### src/hw/cpu_pkg.sv
package cpu_pkg;

  localparam int DATA_W    = 32;
  localparam int IR_W      = 64;
  localparam int REG_N     = 16;
  localparam int REG_AW    = 4;
  localparam int INT_DELAY = 4;
  localparam int DELAY_W   = $clog2(INT_DELAY + 1);

  // instruction word fields
  localparam int IR_FIELD_W  = 4;
  localparam int IR_TYPE_LSB = 28;
  localparam int IR_OP_LSB   = 24;
  localparam int IR_RA_LSB   = 20;
  localparam int IR_RB_LSB   = 16;
  localparam int IR_RC_LSB   = 12;
  localparam int IR_IMM_LSB  = 1;
  localparam int IR_IMM_W    = 15;
  localparam int IR_SIZE_BIT = 0;
  localparam int IR_EXT_LSB  = 32;

  localparam logic [IR_FIELD_W-1:0] OP_HALT = 4'h4; // T_INH op

  // condition code bits
  localparam int CCR_LTU = 2;
  localparam int CCR_LT  = 1;
  localparam int CCR_EQ  = 0;

  typedef enum logic [3:0] {
    T_INH    = 4'h0,
    T_CMP    = 4'h3,
    T_INT    = 4'h6,
    T_ALU    = 4'h7,
    T_LDI    = 4'ha,
    T_BRANCH = 4'hb,
    T_JUMP   = 4'hc
  } ir_type_t;

  typedef enum logic [2:0] {
    ALU_ADD, ALU_SUB, ALU_AND, ALU_OR, ALU_XOR, ALU_SHL, ALU_SHR, ALU_ASR
  } alu_func_t;

  typedef enum logic [2:0] {
    INT_MUL, INT_MULU, INT_DIV, INT_DIVU, INT_MOD, INT_MODU
  } int_func_t;

endpackage

### src/hw/operand_read.sv
`timescale 1ns/1ps

module operand_read (
  input  logic                       clk_i,
  input  logic                       rst_i,
  input  logic                       issue_i,
  input  logic                       stall_i,
  input  logic [cpu_pkg::IR_W-1:0]   ir_i,
  input  logic [cpu_pkg::DATA_W-1:0] pc_i,
  input  logic [cpu_pkg::DATA_W-1:0] data1_i,
  input  logic [cpu_pkg::DATA_W-1:0] data2_i,
  output logic                       valid_o,
  output logic [cpu_pkg::IR_W-1:0]   ir_o,
  output logic [cpu_pkg::DATA_W-1:0] pc_o,
  output logic [cpu_pkg::DATA_W-1:0] data1_o,
  output logic [cpu_pkg::DATA_W-1:0] data2_o
);
  import cpu_pkg::*;

  logic accept;

  assign accept = issue_i && !stall_i;

  // bubble when nothing issued, hold under stall
  always_ff @(posedge clk_i or posedge rst_i)
  begin
    if (rst_i)
      valid_o <= 1'b0;
    else if (!stall_i)
      valid_o <= issue_i;
  end

  always_ff @(posedge clk_i)
  begin
    if (accept)
    begin
      ir_o    <= ir_i;
      pc_o    <= pc_i;
      data1_o <= data1_i;
      data2_o <= data2_i;
    end
  end

  a_hold_ir: assert property (@(posedge clk_i) disable iff (rst_i)
    stall_i |=> $stable(ir_o));

  // execute only stalls on an instruction it holds
  a_stall_valid: assert property (@(posedge clk_i) disable iff (rst_i)
    stall_i |-> valid_o);

endmodule

### config.mk
export PLATFORM = sky130hd
export DESIGN_NAME = operand_read
export DESIGN_NICKNAME = d
export VERILOG_FILES = /design/src/hw/cpu_pkg.sv /design/src/hw/operand_read.sv
export SDC_FILE = /design/constraint.sdc
export NUM_CORES = 1
export LEC_CHECK = 0
export BUFFER_PORTS_ARGS = -buffer_cell sky130_fd_sc_hd__buf_2
export CAP_MARGIN = 40
export CORE_UTILIZATION = 25
export CTS_CLUSTER_SIZE = 8
export DETAILED_ROUTE_END_ITERATION = 6
export GPL_TIMING_DRIVEN = 0
export MAX_ROUTING_LAYER = met4
export PLACE_DENSITY_LB_ADDON = 0.15
export SLEW_MARGIN = 20
export SYNTH_ARGS = -nofsm -noshare
export SYNTH_HDL_FRONTEND = slang
export SYNTH_SLANG_ARGS = --single-unit
### constraint.sdc
create_clock -name clk_i -period 1.5 [get_ports clk_i]
set_input_delay 0.075 -clock clk_i [delete_from_list [all_inputs] [get_ports clk_i]]
set_output_delay 0.075 -clock clk_i [all_outputs]
set_load 0.05 [all_outputs]
==> out/qor.csv, run 1 <==
stage;metric;value;unit
logic_synthesis;top post-synthesis cells by area;edfxtp_1, dfrtp_1, mux2_4;
die;IO Pins;325;
logic_synthesis;Commonest cells post-synth;edfxtp_1, and2b_2, dfrtp_1, inv_1, mux2_4;
placed_design;placed standard-cell area;6873;um2
cts;postcts setup bufs;0;
cts;H-tree depth;4;
logic_synthesis;Synth Cell Area;4857;um2
cts;Clock Path Buffers;2;
placed_design;worst slack, placed;-310.7;ps
cts;clock sinks;161;
outcome;Stop Error;[ERROR RSZ-0060] Max buffer count reached.;
die;# rows;50;
placed_design;gpl congestion;0.6983;
logic_synthesis;Synth top area share;0.9892;
cts;hold buffers post-CTS;157;
logic_synthesis;Synth warnings;0;
cts;CTS root buf;clkbuf_16;
logic_synthesis;#FFs+latches synth;161;
logic_synthesis;Post-Syn Nets;328;
die;initial core utilization;0.2571;
cts;post-cts gate resize count;0;
die;Die X;141.4;um
outcome;run status;did not finish;
logic_synthesis;most numerous cell in the Yosys netlist;edfxtp_1;
logic_synthesis;Synth Flop Type;edfxtp_1;
logic_synthesis;sequential fraction of the synthesis area;0.9943;
outcome;Halt Stage;4_1_cts;
logic_synthesis;Cell variety after synth;5;
logic_synthesis;number of synthesized flops with an enable pin;160;
logic_synthesis;Synth async-reset ratio;0.006211;
cts;Num CTS Buffers;17;
logic_synthesis;syn avg cell area;29.62;um2
logic_synthesis;area leader, netlist;edfxtp_1;
die;die height;141.4;um
logic_synthesis;cells after synthesis;164;
placed_design;PortBufs;324;
cell families after synthesis:
group,Yosys count,share of synthesized area
flip-flops,161,0.9943
multiplexers,1,0.003090
AND/OR/NAND/NOR,1,0.001804
buffers and inverters,1,0.0007721
stage by stage:
step	hold slack (ps)	instances	setup TNS (ps)
after floorplan	-196.3	164	-63610
after global placement	-85.01	748	-155800
after detailed placement	-80.72	751	-16010
==> run 2, diff against run 1 <==
Settings changed: CORE_UTILIZATION 25 to 20, CTS_CLUSTER_SIZE 8 to default, MAX_ROUTING_LAYER met4 to default.
==> out/qor.csv, run 2 <==
stage;metric;value;unit
outcome;run status;finished, final reports clean;
detailed_routing;DR WL/cell;13.63;um
logic_synthesis;most numerous cell in the Yosys netlist;edfxtp_1;
detailed_routing;vias per inst;3.579;
finish;Layout Cells excl Fill;1003;
worst_setup_path;critical path's top delay family;buffers and inverters;
die;# rows;56;
worst_setup_path;crit start category;input pin;
detailed_routing;DRC Markers;0;
finish;filler cell count;2288;
pwr;Pint;8.711;mW
cts;Clock Path Buffers;2;
placed_design;Placed Instances;810;
finish;Final nets;837;
worst_setup_path;Critical Path RT;1590;ps
pwr;combinational share of power;0.168;
logic_synthesis;cells after synthesis;164;
timing;Fin Clk Skew;0;ps
cts;Num CTS Buffers;17;
logic_synthesis;#FFs+latches synth;161;
detailed_routing;final antenna-violating net count;0;
pwr;Switch Pwr;3.209;mW
placed_design;PortBufs;324;
placed_design;worst slack, placed;60.16;ps
cts;hold buffers post-CTS;163;
logic_synthesis;Synth Area in Adders;0;
cts;clk slew on worst S/H paths;60;ps
finish;most frequent cells in the layout;buf_2, dlygate4sd3_1, edfxtp_1, clkbuf_16;
logic_synthesis;simple-gate portion of the synthesized area;0.001803;
run;max_cap viols;0;
worst_setup_path;CP max-delay cell;dlygate4sd3_1;
timing;Final Setup Violations;0;
logic_synthesis;Synth async-reset ratio;0.006211;
logic_synthesis;Post-Syn Nets;328;
pwr;static leakage;3.813;nW
die;Die Area;24910;um2
logic_synthesis;sequential fraction of the synthesis area;0.9943;
timing;fin worst setup slack;63.72;ps
hold_path;Hold Path Class;in -> async;
timing;final setup TNS;0;ps
worst_setup_path;worst path cell trace;dlygate4sd3_1 -> buf_2 -> and2b_4 -> buf_16;
finish;n_diodes;0;
logic_synthesis;syn avg cell area;29.62;um2
pwr;maximum vdd drop;0.6798;mV
finish;Layout area overhead;89.31;%
logic_synthesis;area leader, netlist;edfxtp_1;
finish;most common cell after layout, fill and taps aside;buf_2;
timing;Max Fclk;0.6962;GHz
die;core area;23610;um2
logic_synthesis;top post-synthesis cells by area;edfxtp_1, dfrtp_1, mux2_4;
die;IO Pins;325;
timing;RSZ-0062 raised after global routing;no;
die;Die X;157.8;um
worst_setup_path;Setup crit end kind;flop;
detailed_routing;initial drt markers;161;
logic_synthesis;number of synthesized flops with an enable pin;160;
detailed_routing;Via Count;3590;
pwr;Sw Share;0.2692;
cts;CTS tree;done;
placed_design;placed standard-cell area;6954;um2
logic_synthesis;combinational family with the most area after synthesis;multiplexers;
detailed_routing;DR pass1 iterations;4;
finish;largest register by flop count;ir_o;
detailed_routing;DRT Wirelength;13.67;mm
global_route;global-route wire length before repair;19.66;mm
worst_setup_path;Critical Setup Path Class;in -> reg;
placed_design;DP HPWL;9.268;mm
timing;Least-Margin Pin Slew;472.9;ps
worst_setup_path;Critical Path AT;1520;ps
logic_synthesis;Commonest cells post-synth;edfxtp_1, and2b_2, dfrtp_1, inv_1, mux2_4;
global_route;total gr overflow;0;
pwr;pwr dens;1296;nW/um2
logic_synthesis;Synth Cell Area;4857;um2
cts;clock sinks;161;
cts;postcts setup bufs;0;
timing;Fin. Hold Viols;0;
global_route;vias in the first global route;3896;
logic_synthesis;area fraction in compound gates after synthesis;0;
global_route;largest net degree at the start of global routing;53;
die;die height;157.8;um
finish;final core utilization;0.3894;
worst_setup_path;CP Buf/Inv Count;3;
logic_synthesis;Synth Flop Type;edfxtp_1;
timing;Tmin final;1436;ps
cts;post-cts gate resize count;0;
logic_synthesis;Synth warnings;0;
worst_setup_path;Max FO, Critical Path;52;
timing;fin crit share;0.9575;
timing;relative max-transition margin;0.6847;
global_route;GRT Util Overall;0.1061;
finish;layout cells sized above 1;0.5234;
timing;Slew Limit Fails;0;
logic_synthesis;Synth top area share;0.9892;
logic_synthesis;Cell variety after synth;5;
finish;number of flip-flops in the largest register;64;
pwr;Clock Power Share;0.383;
die;initial core utilization;0.2057;
pwr;Tot Pwr;11.92;mW
finish;Final Cell Area;9195;um2
cts;clock latency on the worst-skew pair;410;ps
cts;H-tree depth;4;
timing;worst hold margin;53.19;ps
global_route;initial antenna violation count;1;
logic_synthesis;Post-Synth XOR/XNOR Area;0;
worst_setup_path;slowest stage delay, CP;520;ps
pwr;sequential share of power;0.449;
cts;CTS root buf;clkbuf_16;
logic_synthesis;mux cell area share after synthesis;0.003091;
placed_design;gpl congestion;0.6543;
[run 2: final timing paths]
path,start,to,slack [ps],depth (start not counted)
setup / recovery,issue_i,ir_o[48],60,4
min in group clk_i,stall_i,pc_o[31],300,2
hold / removal,rst_i,valid_o,50,3
hold reg to reg,valid_o,valid_o,1060,2
setup reg to reg,valid_o,valid_o,200,2
max in group asynchronous,rst_i,valid_o,1360,3
[run 2: worst min-delay path, delay by kind of cell]
kind / cells / cell delay, ps
buffers and inverters: 3 / 710
[run 2: logic make-up (layout without fill, tap and decap cells)]
family | after synthesis | in the layout
flops | 161 | 161
mux | 1 | 1
simple gates | 1 | 1
buf+inv | 1 | 521
[run 2: per-layer routing]
metal / wire length (um) / vias up / GRT usage
li1: - / 1686 / -
met3: 1237 / 10 / 0.04572
met5: 17 / - / 0
met4: 158 / 2 / 0.04207
met1: 5034 / 1707 / 0.1036
met2: 7224 / 185 / 0.1953
[run 2: power by group through the flow]
stage	combinational (mW)	sequential [mW]	clock [mW]
2_1_floorplan	0.0660	6.51	0
3_3_place_gp	1.64	5.46	0
3_5_place_dp	1.67	5.45	0
4_1_cts	2.01	5.36	4.74
5_1_grt	2.09	5.39	4.89
6_report	2.00	5.36	4.57
[run 2: final cells by class]
cell class                      count  area (um2)  area share
Clock buffer                       18       429.2     0.04667
Clock inverter                     12       180.2     0.01959
Inverter                            1       3.754   0.0004082
Multi-Input combinational cell      2       25.02    0.002721
Sequential cell                   161        4830      0.5252
Tap cell                          319       399.1     0.04341
Timing Repair Buffer              490        3328      0.3620
Power figures use the tool's default switching activity.
==> run 3, diff against run 2 <==
Settings changed: HOLD_SLACK_MARGIN from default to 0.06, PLACE_DENSITY_LB_ADDON 0.15 to default.
==> out/qor.csv, run 3 (synthesized netlist as in run 2, its figures left out) <==
stage;metric;value;unit
die;die height;157.8;um
finish;number of flip-flops in the largest register;64;
hold_path;Hold Path Class;in -> reg;
cts;clock latency on the worst-skew pair;410;ps
finish;area of the multi-input gates;25.02;um2
pwr;Tot Pwr;11.51;mW
finish;largest register by flop count;ir_o;
worst_setup_path;Critical Setup Path Class;reg -> reg;
pwr;pwr dens;1257;nW/um2
finish;most common cell after layout, fill and taps aside;buf_2;
cts;Clock Path Buffers;2;
detailed_routing;final antenna-violating net count;0;
pwr;maximum vdd drop;0.7334;mV
finish;layout cells sized above 1;0.5247;
global_route;total gr overflow;0;
worst_setup_path;CP max-delay cell;dlygate4sd3_1;
detailed_routing;DRT Wirelength;14.75;mm
finish;final core utilization;0.3879;
timing;relative max-transition margin;0.7028;
worst_setup_path;crit start category;flop;
global_route;initial antenna violation count;0;
die;initial core utilization;0.2057;
worst_setup_path;CP Buf/Inv Count;1;
placed_design;Placed Instances;811;
finish;n_diodes;0;
global_route;global-route wire length before repair;20.46;mm
finish;Layout Cells excl Fill;1007;
timing;final setup TNS;0;ps
worst_setup_path;Setup crit end kind;flop;
die;core area;23610;um2
detailed_routing;DRC Markers;0;
global_route;largest net degree at the start of global routing;46;
placed_design;placed standard-cell area;6959;um2
global_route;vias in the first global route;3807;
detailed_routing;DR WL/cell;14.64;um
timing;Slew Limit Fails;0;
placed_design;gpl congestion;0.6891;
pwr;static leakage;3.792;nW
cts;CTS tree;done;
worst_setup_path;slowest stage delay, CP;550;ps
detailed_routing;vias per inst;3.549;
outcome;run status;finished, final reports clean;
global_route;GRT Util Overall;0.1163;
cts;H-tree depth;4;
finish;most frequent cells in the layout;buf_2, dlygate4sd3_1, edfxtp_1, clkbuf_16;
detailed_routing;DR pass1 iterations;4;
timing;RSZ-0062 raised after global routing;no;
cts;Num CTS Buffers;17;
finish;Final Cell Area;9160;um2
timing;Tmin final;1294;ps
cts;CTS root buf;clkbuf_16;
timing;Fin. Hold Viols;0;
die;Die Area;24910;um2
timing;Least-Margin Pin Slew;445.8;ps
worst_setup_path;critical path's top delay family;buffers and inverters;
timing;Final Setup Violations;0;
placed_design;worst slack, placed;-93.50;ps
placed_design;PortBufs;324;
timing;fin worst setup slack;206.0;ps
die;Die X;157.8;um
detailed_routing;Via Count;3574;
finish;filler cell count;2206;
timing;fin crit share;0.8627;
detailed_routing;initial drt markers;187;
worst_setup_path;worst path cell trace;mux2_4 -> dlygate4sd3_1;
timing;Max Fclk;0.7728;GHz
cts;clock sinks;161;
run;max_cap viols;0;
worst_setup_path;Critical Path AT;1590;ps
finish;Layout area overhead;88.59;%
placed_design;DP HPWL;9.843;mm
worst_setup_path;Critical Path RT;1800;ps
die;IO Pins;325;
die;# rows;56;
cts;clk slew on worst S/H paths;60;ps
finish;Final nets;839;
worst_setup_path;Worst R2R Setup Slack;210;ps
finish;FF/Latch Area;4830;um2
worst_setup_path;Max FO, Critical Path;2;
cts;post-cts gate resize count;0;
timing;worst hold margin;261.8;ps
timing;Fin Clk Skew;0;ps
==> run 3: worst paths after layout <==
check | cells past startpoint | to | from
max | 2 | valid_o | valid_o
min | 2 | pc_o[24] | issue_i
max reg2reg | 2 | valid_o | valid_o
min reg2reg | 2 | valid_o | valid_o
max in group asynchronous | 4 | valid_o | rst_i
min in group asynchronous | 4 | valid_o | rst_i
==> run 3: area by class of cell <==
| type | count | area share |
|---|---|---|
| Sequential cell | 161 | 0.5272 |
| Timing Repair Buffer | 492 | 0.3650 |
| Clock inverter | 15 | 0.01462 |
| Clock buffer | 17 | 0.04644 |
| Tap cell | 319 | 0.04357 |
| Multi-Input combinational cell | 2 | 0.002732 |
| Inverter | 1 | 0.0004098 |
==> run 3: what timing repair did <==
action / in CTS / in global routing
hold buffers: 164 / 0
hold endpoints to repair: 162 / 0
buffers inserted: 0 / 0
==> run 3: routing by layer <==
layer / vias up / global-route usage / part of all wire
met3: 11 / 0.05146 / 0.091
li1: 1688 / - / -
met1: 1666 / 0.1233 / 0.39
met4: 0 / 0.04485 / 0.013
met2: 209 / 0.2018 / 0.51
met5: - / 0 / 0
==> run 3: where the power goes <==
part | leakage [nW] | switching [mW] | internal, mW
combinational | 2.01 | 1.37 | 0.642
clock | 0.265 | 1.83 | 2.30
sequential | 1.51 | 0.0757 | 5.28
total | 3.79 | 3.28 | 8.23
